### config.mk
export PLATFORM = sky130hd
export DESIGN_NAME = tile_mem_system
export DESIGN_NICKNAME = d
export VERILOG_FILES = /design/src/source/tile_dev_pkg.sv /design/src/source/tile_mem_pkg.sv /design/src/source/cfg_regs.sv /design/src/source/clint_slice.sv /design/src/source/mem_cmd_dispatch.sv /design/src/source/mem_loopback.sv /design/src/source/mem_resp_merge.sv /design/src/source/tile_mem_system.sv
export VERILOG_INCLUDE_DIRS = /design/src /design/src/include
export SDC_FILE = /design/constraint.sdc
export NUM_CORES = 1
export LEC_CHECK = 0
export BUFFER_PORTS_ARGS = -buffer_cell sky130_fd_sc_hd__buf_2
export CAP_MARGIN = 40
export CORE_MARGIN = 4
export CORE_UTILIZATION = 45
export DETAILED_ROUTE_END_ITERATION = 10
export GPL_TIMING_DRIVEN = 0
export PLACE_DENSITY_LB_ADDON = 0.3
export SLEW_MARGIN = 40
export SYNTH_ARGS = -nofsm -noshare
export SYNTH_HDL_FRONTEND = slang
export SYNTH_HIERARCHICAL = 1
export SYNTH_SLANG_ARGS = --single-unit
### constraint.sdc
create_clock -name clk_i -period 4.71 [get_ports clk_i]
set_clock_uncertainty 0.1 [all_clocks]
set_input_delay 0.942 -clock clk_i [delete_from_list [all_inputs] [get_ports clk_i]]
set_output_delay 0.942 -clock clk_i [all_outputs]
set_load 0.02 [all_outputs]
### src/include/tile_cfg.svh
// Tile memory system configuration
`ifndef TILE_CFG_SVH
`define TILE_CFG_SVH

// Message field widths
`define TILE_ADDR_WIDTH   32
`define TILE_DATA_WIDTH   64
`define TILE_TAG_WIDTH    4

// Address map
`define TILE_DRAM_BASE    32'h8000_0000
`define TILE_DEV_LSB      20
`define TILE_DEV_WIDTH    4
`define TILE_OFFSET_WIDTH 20
`define TILE_DID_WIDTH    3

// Configuration register offsets
`define TILE_CFG_FREEZE   20'h0_0000
`define TILE_CFG_HOST_DID 20'h0_0008
`define TILE_CFG_MY_DID   20'h0_0010

// CLINT register offsets
`define TILE_CLINT_MSIP     20'h0_0000
`define TILE_CLINT_MTIMECMP 20'h0_4000
`define TILE_CLINT_MTIME    20'h0_BFF8

`define TILE_ORDER_DEPTH  4

`endif

### src/source/tile_dev_pkg.sv
// Local device identifiers
`include "tile_cfg.svh"

package tile_dev_pkg;

  // Also the order FIFO entry
  typedef enum logic [1:0] {
    DEV_MEM      = 2'd0,
    DEV_CFG      = 2'd1,
    DEV_CLINT    = 2'd2,
    DEV_LOOPBACK = 2'd3
  } dev_id_e;

  // Device field codes in a local address
  localparam logic [`TILE_DEV_WIDTH-1:0] DEV_CODE_MEM   = 4'd0;
  localparam logic [`TILE_DEV_WIDTH-1:0] DEV_CODE_CFG   = 4'd1;
  localparam logic [`TILE_DEV_WIDTH-1:0] DEV_CODE_CLINT = 4'd2;

endpackage

### src/source/tile_mem_pkg.sv
// Memory network message types
`include "tile_cfg.svh"

package tile_mem_pkg;

  typedef enum logic [0:0] {
    MSG_RD = 1'b0,
    MSG_WR = 1'b1
  } msg_type_e;

  // Local device view of an address
  typedef struct packed {
    logic [`TILE_ADDR_WIDTH-`TILE_DEV_LSB-`TILE_DEV_WIDTH-1:0] unused;
    logic [`TILE_DEV_WIDTH-1:0]                                dev;
    logic [`TILE_OFFSET_WIDTH-1:0]                             offset;
  } local_addr_s;

  typedef union packed {
    logic [`TILE_ADDR_WIDTH-1:0] word;
    local_addr_s                 fields;
  } mem_addr_u;

  typedef struct packed {
    msg_type_e                  msg_type;
    logic [`TILE_TAG_WIDTH-1:0] tag;
    mem_addr_u                  addr;
  } mem_hdr_s;

  typedef struct packed {
    mem_hdr_s                    hdr;
    logic [`TILE_DATA_WIDTH-1:0] data;
  } mem_msg_s;

endpackage

### src/source/cfg_regs.sv
// Configuration registers
`timescale 1ns/1ps
`include "tile_cfg.svh"

module cfg_regs
  (input                                clk_i
   , input                              reset_i
   , input  tile_mem_pkg::mem_msg_s     cmd_i
   , input                              cmd_v_i
   , output logic                       cmd_ready_o
   , output tile_mem_pkg::mem_msg_s     resp_o
   , output logic                       resp_v_o
   , input                              resp_ready_i
   , input  [`TILE_DID_WIDTH-1:0]       my_did_i
   , output logic                       freeze_o
   , output logic [`TILE_DID_WIDTH-1:0] host_did_o
   );

  logic                        accept;
  logic                        is_wr;
  logic [`TILE_DATA_WIDTH-1:0] rd_data;

  assign cmd_ready_o = ~resp_v_o | resp_ready_i;
  assign accept      = cmd_v_i & cmd_ready_o;
  assign is_wr       = (cmd_i.hdr.msg_type == tile_mem_pkg::MSG_WR);

  always_comb
  begin
    rd_data = '0;
    if (!is_wr)
      case (cmd_i.hdr.addr.fields.offset)
        `TILE_CFG_FREEZE:   rd_data = `TILE_DATA_WIDTH'(freeze_o);
        `TILE_CFG_HOST_DID: rd_data = `TILE_DATA_WIDTH'(host_did_o);
        `TILE_CFG_MY_DID:   rd_data = `TILE_DATA_WIDTH'(my_did_i);
        default:            rd_data = '0;
      endcase
  end

  always_ff @(posedge clk_i)
  begin
    if (reset_i)
    begin
      freeze_o   <= 1'b1;
      host_did_o <= '0;
      resp_v_o   <= 1'b0;
    end
    else
    begin
      if (accept && is_wr && cmd_i.hdr.addr.fields.offset == `TILE_CFG_FREEZE)
        freeze_o <= cmd_i.data[0];
      if (accept && is_wr && cmd_i.hdr.addr.fields.offset == `TILE_CFG_HOST_DID)
        host_did_o <= cmd_i.data[`TILE_DID_WIDTH-1:0];
      if (accept)
        resp_v_o <= 1'b1;
      else if (resp_ready_i)
        resp_v_o <= 1'b0;
    end
  end

  always_ff @(posedge clk_i)
  begin
    if (accept)
      resp_o <= '{hdr: cmd_i.hdr, data: rd_data};
  end

endmodule

### src/source/clint_slice.sv
// Core-local interruptor
`timescale 1ns/1ps
`include "tile_cfg.svh"

module clint_slice
  (input                            clk_i
   , input                          reset_i
   , input  tile_mem_pkg::mem_msg_s cmd_i
   , input                          cmd_v_i
   , output logic                   cmd_ready_o
   , output tile_mem_pkg::mem_msg_s resp_o
   , output logic                   resp_v_o
   , input                          resp_ready_i
   , output logic                   timer_irq_o
   , output logic                   software_irq_o
   );

  logic                        accept;
  logic                        is_wr;
  logic [`TILE_DATA_WIDTH-1:0] rd_data;
  logic                        msip_r;
  logic [`TILE_DATA_WIDTH-1:0] mtimecmp_r;
  logic [`TILE_DATA_WIDTH-1:0] mtime_r;

  assign cmd_ready_o = ~resp_v_o | resp_ready_i;
  assign accept      = cmd_v_i & cmd_ready_o;
  assign is_wr       = (cmd_i.hdr.msg_type == tile_mem_pkg::MSG_WR);

  always_comb
  begin
    rd_data = '0;
    if (!is_wr)
      case (cmd_i.hdr.addr.fields.offset)
        `TILE_CLINT_MSIP:     rd_data = `TILE_DATA_WIDTH'(msip_r);
        `TILE_CLINT_MTIMECMP: rd_data = mtimecmp_r;
        `TILE_CLINT_MTIME:    rd_data = mtime_r;
        default:              rd_data = '0;
      endcase
  end

  always_ff @(posedge clk_i)
  begin
    if (reset_i)
    begin
      msip_r     <= 1'b0;
      mtimecmp_r <= '1;
      mtime_r    <= '0;
      resp_v_o   <= 1'b0;
    end
    else
    begin
      if (accept && is_wr && cmd_i.hdr.addr.fields.offset == `TILE_CLINT_MSIP)
        msip_r <= cmd_i.data[0];
      if (accept && is_wr && cmd_i.hdr.addr.fields.offset == `TILE_CLINT_MTIMECMP)
        mtimecmp_r <= cmd_i.data;
      // Free-running time base, a write takes priority over the increment
      if (accept && is_wr && cmd_i.hdr.addr.fields.offset == `TILE_CLINT_MTIME)
        mtime_r <= cmd_i.data;
      else
        mtime_r <= mtime_r + 1'b1;
      if (accept)
        resp_v_o <= 1'b1;
      else if (resp_ready_i)
        resp_v_o <= 1'b0;
    end
  end

  always_ff @(posedge clk_i)
  begin
    if (accept)
      resp_o <= '{hdr: cmd_i.hdr, data: rd_data};
  end

  assign software_irq_o = msip_r;
  assign timer_irq_o    = (mtime_r >= mtimecmp_r);

endmodule

### src/source/mem_cmd_dispatch.sv
// Memory command dispatch
`timescale 1ns/1ps
`include "tile_cfg.svh"

module mem_cmd_dispatch
  (input                             clk_i
   , input                           reset_i
   , input  tile_mem_pkg::mem_msg_s  cmd_i
   , input                           cmd_v_i
   , output logic                    cmd_ready_o
   , output tile_mem_pkg::mem_msg_s  dev_cmd_o
   , output logic [3:0]              dev_v_o
   , input  [3:0]                    dev_ready_i
   , output logic                    ord_v_o
   , output tile_dev_pkg::dev_id_e   ord_dev_o
   , input                           ord_ready_i
   );

  tile_dev_pkg::dev_id_e sel;
  logic                  is_dram;
  logic                  out_free;
  logic                  accept;
  logic [3:0]            dev_v_r;

  assign is_dram = (cmd_i.hdr.addr.word >= `TILE_DRAM_BASE);

  always_comb
  begin
    if (is_dram)
      sel = tile_dev_pkg::DEV_MEM;
    else
      case (cmd_i.hdr.addr.fields.dev)
        tile_dev_pkg::DEV_CODE_MEM:   sel = tile_dev_pkg::DEV_MEM;
        tile_dev_pkg::DEV_CODE_CFG:   sel = tile_dev_pkg::DEV_CFG;
        tile_dev_pkg::DEV_CODE_CLINT: sel = tile_dev_pkg::DEV_CLINT;
        default:                      sel = tile_dev_pkg::DEV_LOOPBACK;
      endcase
  end

  // Output register is free when empty or handing off this cycle
  assign out_free    = ~(|dev_v_r) | (|(dev_v_r & dev_ready_i));
  assign cmd_ready_o = out_free & ord_ready_i;
  assign accept      = cmd_v_i & cmd_ready_o;

  assign ord_v_o   = cmd_v_i & out_free;
  assign ord_dev_o = sel;

  always_ff @(posedge clk_i)
  begin
    if (reset_i)
      dev_v_r <= '0;
    else if (accept)
      dev_v_r <= 4'b0001 << sel;
    else if (out_free)
      dev_v_r <= '0;
  end

  always_ff @(posedge clk_i)
  begin
    if (accept)
      dev_cmd_o <= cmd_i;
  end

  assign dev_v_o = dev_v_r;

endmodule

### src/source/mem_loopback.sv
// Loopback responder
`timescale 1ns/1ps

module mem_loopback
  (input                            clk_i
   , input                          reset_i
   , input  tile_mem_pkg::mem_msg_s cmd_i
   , input                          cmd_v_i
   , output logic                   cmd_ready_o
   , output tile_mem_pkg::mem_msg_s resp_o
   , output logic                   resp_v_o
   , input                          resp_ready_i
   );

  tile_mem_pkg::mem_hdr_s hdr_r;
  logic                   accept;

  assign cmd_ready_o = ~resp_v_o | resp_ready_i;
  assign accept      = cmd_v_i & cmd_ready_o;

  always_ff @(posedge clk_i)
  begin
    if (reset_i)
      resp_v_o <= 1'b0;
    else if (accept)
      resp_v_o <= 1'b1;
    else if (resp_ready_i)
      resp_v_o <= 1'b0;
  end

  always_ff @(posedge clk_i)
  begin
    if (accept)
      hdr_r <= cmd_i.hdr;
  end

  assign resp_o = '{hdr: hdr_r, data: '0};

endmodule

### src/source/mem_resp_merge.sv
// In-order response merge
`timescale 1ns/1ps
`include "tile_cfg.svh"

module mem_resp_merge
  (input                                  clk_i
   , input                                reset_i
   , input                                ord_v_i
   , input  tile_dev_pkg::dev_id_e        ord_dev_i
   , output logic                         ord_ready_o
   , input  tile_mem_pkg::mem_msg_s [3:0] dev_resp_i
   , input  [3:0]                         dev_resp_v_i
   , output logic [3:0]                   dev_resp_ready_o
   , output tile_mem_pkg::mem_msg_s       resp_o
   , output logic                         resp_v_o
   , input                                resp_ready_i
   );

  localparam int DEPTH = `TILE_ORDER_DEPTH;
  localparam int PTR_W = $clog2(DEPTH);
  localparam int CNT_W = $clog2(DEPTH + 1);

  tile_dev_pkg::dev_id_e ord_mem [DEPTH];
  tile_dev_pkg::dev_id_e head;
  logic [PTR_W-1:0]      wptr;
  logic [PTR_W-1:0]      rptr;
  logic [CNT_W-1:0]      count;
  logic                  push;
  logic                  pop;
  logic                  empty;

  assign empty       = (count == '0);
  assign ord_ready_o = (count != CNT_W'(DEPTH));
  assign push        = ord_v_i & ord_ready_o;
  assign head        = ord_mem[rptr];

  // Only the device at the head of the order FIFO may answer
  assign resp_o   = dev_resp_i[head];
  assign resp_v_o = ~empty & dev_resp_v_i[head];
  assign pop      = resp_v_o & resp_ready_i;

  always_comb
  begin
    dev_resp_ready_o = '0;
    dev_resp_ready_o[head] = ~empty & resp_ready_i;
  end

  always_ff @(posedge clk_i)
  begin
    if (reset_i)
    begin
      wptr  <= '0;
      rptr  <= '0;
      count <= '0;
    end
    else
    begin
      if (push)
        wptr <= (wptr == PTR_W'(DEPTH - 1)) ? '0 : wptr + 1'b1;
      if (pop)
        rptr <= (rptr == PTR_W'(DEPTH - 1)) ? '0 : rptr + 1'b1;
      if (push && !pop)
        count <= count + 1'b1;
      else if (pop && !push)
        count <= count - 1'b1;
    end
  end

  always_ff @(posedge clk_i)
  begin
    if (push)
      ord_mem[wptr] <= ord_dev_i;
  end

endmodule

### src/source/tile_mem_system.sv
// Tile memory command routing
`timescale 1ns/1ps
`include "tile_cfg.svh"

module tile_mem_system
  (input                                clk_i
   , input                              reset_i
   , input  tile_mem_pkg::mem_msg_s     cmd_i
   , input                              cmd_v_i
   , output logic                       cmd_ready_o
   , output tile_mem_pkg::mem_msg_s     resp_o
   , output logic                       resp_v_o
   , input                              resp_ready_i
   , output tile_mem_pkg::mem_msg_s     mem_cmd_o
   , output logic                       mem_cmd_v_o
   , input                              mem_cmd_ready_i
   , input  tile_mem_pkg::mem_msg_s     mem_resp_i
   , input                              mem_resp_v_i
   , output logic                       mem_resp_ready_o
   , input  [`TILE_DID_WIDTH-1:0]       my_did_i
   , output logic                       freeze_o
   , output logic [`TILE_DID_WIDTH-1:0] host_did_o
   , output logic                       timer_irq_o
   , output logic                       software_irq_o
   );

  tile_mem_pkg::mem_msg_s       dev_cmd;
  logic [3:0]                   dev_v;
  logic [3:0]                   dev_ready;
  tile_mem_pkg::mem_msg_s [3:0] dev_resp;
  logic [3:0]                   dev_resp_v;
  logic [3:0]                   dev_resp_ready;
  logic                         ord_v;
  logic                         ord_ready;
  tile_dev_pkg::dev_id_e        ord_dev;

  // Memory lane goes straight out of the tile
  assign mem_cmd_o   = dev_cmd;
  assign mem_cmd_v_o = dev_v[tile_dev_pkg::DEV_MEM];
  assign dev_ready[tile_dev_pkg::DEV_MEM]  = mem_cmd_ready_i;
  assign dev_resp[tile_dev_pkg::DEV_MEM]   = mem_resp_i;
  assign dev_resp_v[tile_dev_pkg::DEV_MEM] = mem_resp_v_i;
  assign mem_resp_ready_o = dev_resp_ready[tile_dev_pkg::DEV_MEM];

  mem_cmd_dispatch dispatch
    (.clk_i(clk_i), .reset_i(reset_i)
     , .cmd_i(cmd_i), .cmd_v_i(cmd_v_i), .cmd_ready_o(cmd_ready_o)
     , .dev_cmd_o(dev_cmd), .dev_v_o(dev_v), .dev_ready_i(dev_ready)
     , .ord_v_o(ord_v), .ord_dev_o(ord_dev), .ord_ready_i(ord_ready)
     );

  cfg_regs cfg
    (.clk_i(clk_i), .reset_i(reset_i)
     , .cmd_i(dev_cmd), .cmd_v_i(dev_v[tile_dev_pkg::DEV_CFG])
     , .cmd_ready_o(dev_ready[tile_dev_pkg::DEV_CFG])
     , .resp_o(dev_resp[tile_dev_pkg::DEV_CFG])
     , .resp_v_o(dev_resp_v[tile_dev_pkg::DEV_CFG])
     , .resp_ready_i(dev_resp_ready[tile_dev_pkg::DEV_CFG])
     , .my_did_i(my_did_i), .freeze_o(freeze_o), .host_did_o(host_did_o)
     );

  clint_slice clint
    (.clk_i(clk_i), .reset_i(reset_i)
     , .cmd_i(dev_cmd), .cmd_v_i(dev_v[tile_dev_pkg::DEV_CLINT])
     , .cmd_ready_o(dev_ready[tile_dev_pkg::DEV_CLINT])
     , .resp_o(dev_resp[tile_dev_pkg::DEV_CLINT])
     , .resp_v_o(dev_resp_v[tile_dev_pkg::DEV_CLINT])
     , .resp_ready_i(dev_resp_ready[tile_dev_pkg::DEV_CLINT])
     , .timer_irq_o(timer_irq_o), .software_irq_o(software_irq_o)
     );

  mem_loopback loopback
    (.clk_i(clk_i), .reset_i(reset_i)
     , .cmd_i(dev_cmd), .cmd_v_i(dev_v[tile_dev_pkg::DEV_LOOPBACK])
     , .cmd_ready_o(dev_ready[tile_dev_pkg::DEV_LOOPBACK])
     , .resp_o(dev_resp[tile_dev_pkg::DEV_LOOPBACK])
     , .resp_v_o(dev_resp_v[tile_dev_pkg::DEV_LOOPBACK])
     , .resp_ready_i(dev_resp_ready[tile_dev_pkg::DEV_LOOPBACK])
     );

  mem_resp_merge merge
    (.clk_i(clk_i), .reset_i(reset_i)
     , .ord_v_i(ord_v), .ord_dev_i(ord_dev), .ord_ready_o(ord_ready)
     , .dev_resp_i(dev_resp), .dev_resp_v_i(dev_resp_v)
     , .dev_resp_ready_o(dev_resp_ready)
     , .resp_o(resp_o), .resp_v_o(resp_v_o), .resp_ready_i(resp_ready_i)
     );

endmodule

---- Yosys cells after proc, flatten, opt, wreduce, memory -nomap -nowiden ----
Memory sizes are Yosys's and may differ from the RTL's. A register that Yosys moved wholly into a read port is not among the register bits.
Index checks and enable logic that the tools add are counted.
operators by class
  add/sub/neg operators ................... 5
  $lt $le $gt $ge ......................... 4
  equal/unequal tests ..................... 9
  shift operators ......................... 1
  muxes and demuxes ....................... 27
  bitwise operators ....................... 21
  reductions and logical operators ........ 22
operators by type and width
  cell                                                       count
  binary-select mux 101 bit (select 2 bit)                   1
  case mux 64 bit (3 select lines)                           1
  two-way mux 101 bit                                        1
  adder 64 x 1 -> 64 bit, second input constant              1
  greater-or-equal comparator 64 bit                         1
  two-way mux 64 bit                                         1
  greater-or-equal comparator 32 bit, second input constant  1
  equality test 20 x 15 -> 1 bit, second input constant      1
  equality test 20 x 16 -> 1 bit, second input constant      1
  equality test 20 x 4 -> 1 bit, second input constant       1
  equality test 20 x 5 -> 1 bit, second input constant       1
  logical NOT 20 bit                                         1
  AND 1 bit                                                  10
  logical AND 1 bit                                          10
  two-way mux 1 bit                                          10
  two-way mux 2 bit                                          5
  nonzero test 2 bit                                         5
  case mux 3 bit (3 select lines)                            1
  AND 4 bit                                                  2
  two-way mux 4 bit                                          2
  OR reduction 4 bit                                         2
  two-way mux 3 bit                                          2
  case mux 2 bit (3 select lines)                            1
  NOT 1 bit                                                  5
  16 further kinds                                           22
storage, ports and cells
  bits in registers ....................... 487
  RAM bits ................................ 8
  input bits .............................. 211
  output and inout port bits .............. 212
  word-level logic and storage cells ...... 117
  memories kept ........................... 1
memory list
  name           depth  width  read ports  clocked after Yosys merged registers in  wr ports  line                  RTL
  merge.ord_mem  4      2      1           1                                        1         mem_resp_merge.sv:23  tile_dev_pkg::dev_id_e ord_mem [DEPTH];

---- Depth between registers and ports, before layout ----
  word-level depth ........................ 15
  mapped depth ............................ 17
  mapped depth without buffers ............ 16

---- Cells and area by module ----
The synthesis kept the hierarchy.
modules (own cells, without submodules)
  module            times used  cells each  area an instance (µm²)  sequential area each (µm²)
  clint_slice       1           1,135       11,214.5                5,635.4
  mem_resp_merge    1           199         3,369.5                 420.4
  mem_cmd_dispatch  1           134         3,306.9                 3,113.0
  cfg_regs          1           147         2,039.5                 1,301.2
  mem_loopback      1           107         1,650.3                 1,131.1

---- Worst setup path before layout ----
Ideal clock, no wire load.
  kind .................................... register -> register
  start ................................... register with a tool-made name
  end ..................................... register dispatch/dev_cmd_o[0] in the netlist's numbering, enable pin
  setup time .............................. 0.472 ns
  arrival time ............................ 4.281 ns
  data required time ...................... 4.138 ns
  path slack .............................. -0.143 ns
  cell stages (with the launch flop) ...... 10
  path buffers ............................ 3
  period minus slack after synthesis ...... 4.853 ns
  path through ............................ dfxtp_1 -> mux4_2 -> buf_6 -> buf_12 -> buf_8 -> nor2_1 -> nand2b_1 -> a22oi_1 -> nand3_1 -> and3_1
RTL lines
  what                  line                    RTL
  end signal, assigned  mem_cmd_dispatch.sv:61  dev_cmd_o <= cmd_i;
  end, declared         mem_cmd_dispatch.sv:11  , output tile_mem_pkg::mem_msg_s dev_cmd_o

---- Worst setup path in the final report ----
  start ................................... register clint.mtime_r[5]
  end ..................................... output timer_irq_o
on the way
  longest elaborated chain between the ends .. 1
RTL lines
  what                                line                   RTL
  start, declared                     clint_slice.sv:23      logic [`TILE_DATA_WIDTH-1:0] mtime_r;
  start signal, assigned              clint_slice.sv:58      mtime_r <= cmd_i.data;
  start signal, assigned              clint_slice.sv:60      mtime_r <= mtime_r + 1'b1;
  greater-or-equal comparator 64 bit  clint_slice.sv:75      assign timer_irq_o = (mtime_r >= mtimecmp_r);
  end, declared                       tile_mem_system.sv:23  , output logic timer_irq_o
No other way between the ends.

==> flow_summary.ini <==
[floorplanning]
fp.dieArea_um2 = 51520
die_y_um = 227.0
io-pin-count = 423
design.core.area_um2 = 46950
rows = 79
start_util_pct = 45.96
die_w_um = 227.0

[clock_network]
clockRootBuffer = clkbuf_16
post_cts_buffers = 0
cts_sinks = 436
clock_latency_ns = 0.59
max-clock-path-buffers = 3
cts_hold_buffers = 0
cts.clk_slew.worst_paths_ns = 0.07
cts_buffers = 49
ctsResizeCount = 0
cts_tree = yes
htreeDepth = 2

[logic_synthesis]
ys_ff_latch = 436
netlist.area_leader.share_pct = 39.94
yosys.area.top_type = edfxtp_1
avgSynthCellArea_um2 = 12.53
synth-edff-count = 287
netlist_area_um2 = 21580
ys_types = 68
ys_seq_area_share_pct = 53.76
synth_cells = 1722
ys_warn_count = 6
async_flop_share_pct = 0
yosysMostFrequentCell = edfxtp_1
netlist_top_cells_area = edfxtp_1, dfxtp_1, mux4_2
synth_common_cells = edfxtp_1, nor2_1, dfxtp_1, buf_4, mux4_2
ys.flop_type = edfxtp_1

[timing]
setup_viol = 0
rsz0062_at_grt = no
max_freq_mhz = 228.4
hold_violations = 0
setup_tns_ns = 0
worstMarginPinSlew_ns = 0.8401
slew_headroom_pct = 43.48
fin_crit_sh_pct = 92.94
layout_setup_ws_ns = 0.3324
drv_slew = 0
period_needed_ns = 4.378

[power_and_ir_drop]
power_density_nw_per_um2 = 422.0
p_total_mw = 11.29
vdd_drop_max_v = 0.0003063
leakage_nw = 10.86

[finish]
nNetsFinal = 2607
fillers = 3911
multi_input_area_um2 = 8673
drive_gt1_share_pct = 33.62
layout.area.seq_um2 = 11600
final_util_pct = 56.97
final_area_um2 = 26750
area_delta_synth_final_pct = 23.94

[route]
vias_per_cell = 5.456
totalWireLength_um = 62060
drtIter0Drc = 1142
wl_per_cell_um = 20.87
first_pass_iters = 5
num_vias = 16225
drc = 0
postRouteAntennaNets = 0

[global_route]
top_usage_layer = met2
grtUsageMet3_pct = 4.075
grtUsageTotal_pct = 23.39
use_met2_pct = 40.97
grt_pass1_vias = 16381
met1_usage_pct = 30.06
antenna_found_initial = 4
grt_max_degree = 44
grt_pass1_wl_um = 93010
grt_remaining_overflow = 0

[critical_path]
worstSetupEndpointType = output port
worstPathRequired_ns = 3.67
critPathKind = reg -> out
worst-r2r-cell-count = 15
worstReg2RegEnd = merge/count[2]
critical_path_arrival_ns = 3.34
crit_path_start_kind = flip-flop
critPathMaxFanout = 7
crit_start = clint/mtime_r[5]
r2r_setup_slack_ns = 0.60

[placed_design]
dpl-instance-area_um2 = 25030
hpwl_um = 46370
gp_congestion = 0.8971
place_ws_ns = 0.6212
port_buffers = 422

[run_status]
run_status = finished, final reports clean

[job]
drv_cap = 0

[hold_path]
hp-class = reg -> reg
min_from = clint/software_irq_o
hold_end = clint/software_irq_o
min_path_cells = 2
## cell families (layout without fill, tap and decap cells)
| logic type | count (synthesis) | in the layout | synth area share [%] |
|---|---|---|---|
| XOR/XNOR | 56 | 56 | 2.273 |
| buffers and inverters | 302 | 822 | 8.279 |
| adder cells (fa/ha/maj) | 72 | 72 | 4.209 |
| flip-flops | 436 | 436 | 53.76 |
| AO/OA/AOI/OAI | 276 | 276 | 9.543 |
| AND/OR/NAND/NOR | 462 | 462 | 10.52 |
| multiplexers | 116 | 116 | 11.39 |
| other | 2 | 127 | 0.03480 |
## worst max-delay path, cell delays in order (launching register included)
cell,delay [ns]
dfxtp_1,0.48
ha_1,0.30
a21o_1,0.18
a221oi_1,0.26
o21ai_0,0.22
a311o_1,0.45
a211oi_1,0.51
o31ai_1,0.15
buf_2,0.19
## layer usage
layer  vias to the layer above  routed length [um]
li1                       7476                   -
met4                         0                1608
met5                         -                   0
met2                       588               30940
met3                        98                4161
met1                      8063               25350
## worst max-delay path by stage
stage / depth (start not counted) / slack (ns) / end
2_1_floorplan: 7 / 0.19 / clint/resp_o[0]
3_3_place_gp: 7 / -1.55 / clint/resp_o[39]
3_5_place_dp: 17 / 0.62 / merge/count[2]
4_1_cts: 9 / 0.33 / timer_irq_o
5_1_grt: 8 / 0.28 / timer_irq_o
6_report: 8 / 0.33 / timer_irq_o
## state kept, by name (all words and copies together), names as in the netlist, 4 cells and up, named ones only
| name | flops |
|---|---|
| cfg/resp_o | 40 |
| clint/mtime_r | 64 |
| clint/mtimecmp_r | 64 |
| clint/resp_o | 101 |
| dispatch/dev_cmd_o | 101 |
| dispatch/dev_v_o | 4 |
| loopback/resp_o | 37 |
| merge/ord_mem | 8 |
## through the flow
| stage | instances | hold slack (ns) |
|---|---|---|
| after floorplan | 1845 | 0.3601 |
| after global routing | 2973 | 0.4057 |
| after CTS | 2971 | 0.3837 |
| after detailed placement | 2879 | 0.3742 |
| after global placement | 2874 | 0.3572 |
| final | 2974 | 0.3770 |
## final cells by class
type | count | area share, %
flip-flops and latches | 436 | 43.37
multi-input cells | 1107 | 32.43
repair buffers | 428 | 8.313
plain buffers | 220 | 5.534
clock buffers | 63 | 5.216
well taps | 607 | 2.839
inverters | 82 | 1.151
clock inverters | 29 | 1.127
diodes | 2 | 0.01871
## cells in the final DEF, fill, tap and decap left out, types with 66 or more instances in the layout
master | netlist | final
buf_4 | 131 | 131
edfxtp_1 | 287 | 287
mux4_2 | 102 | 102
buf_2 | 23 | 445
inv_1 | 82 | 82
conb_1 | 2 | 125
a211o_1 | 66 | 66
a22oi_1 | 69 | 69
dfxtp_1 | 149 | 149
nor2_1 | 220 | 220
ha_1 | 71 | 71
## power by group
part           total [mW]  switching (mW)  leakage (nW)  internal (mW)
combinational        2.57            1.49          6.29           1.08
sequential           4.74           0.311          3.74           4.43
clock                3.98            1.60         0.822           2.38
total                11.3            3.40          10.9           7.89
(Power assumes the default switching activity.)
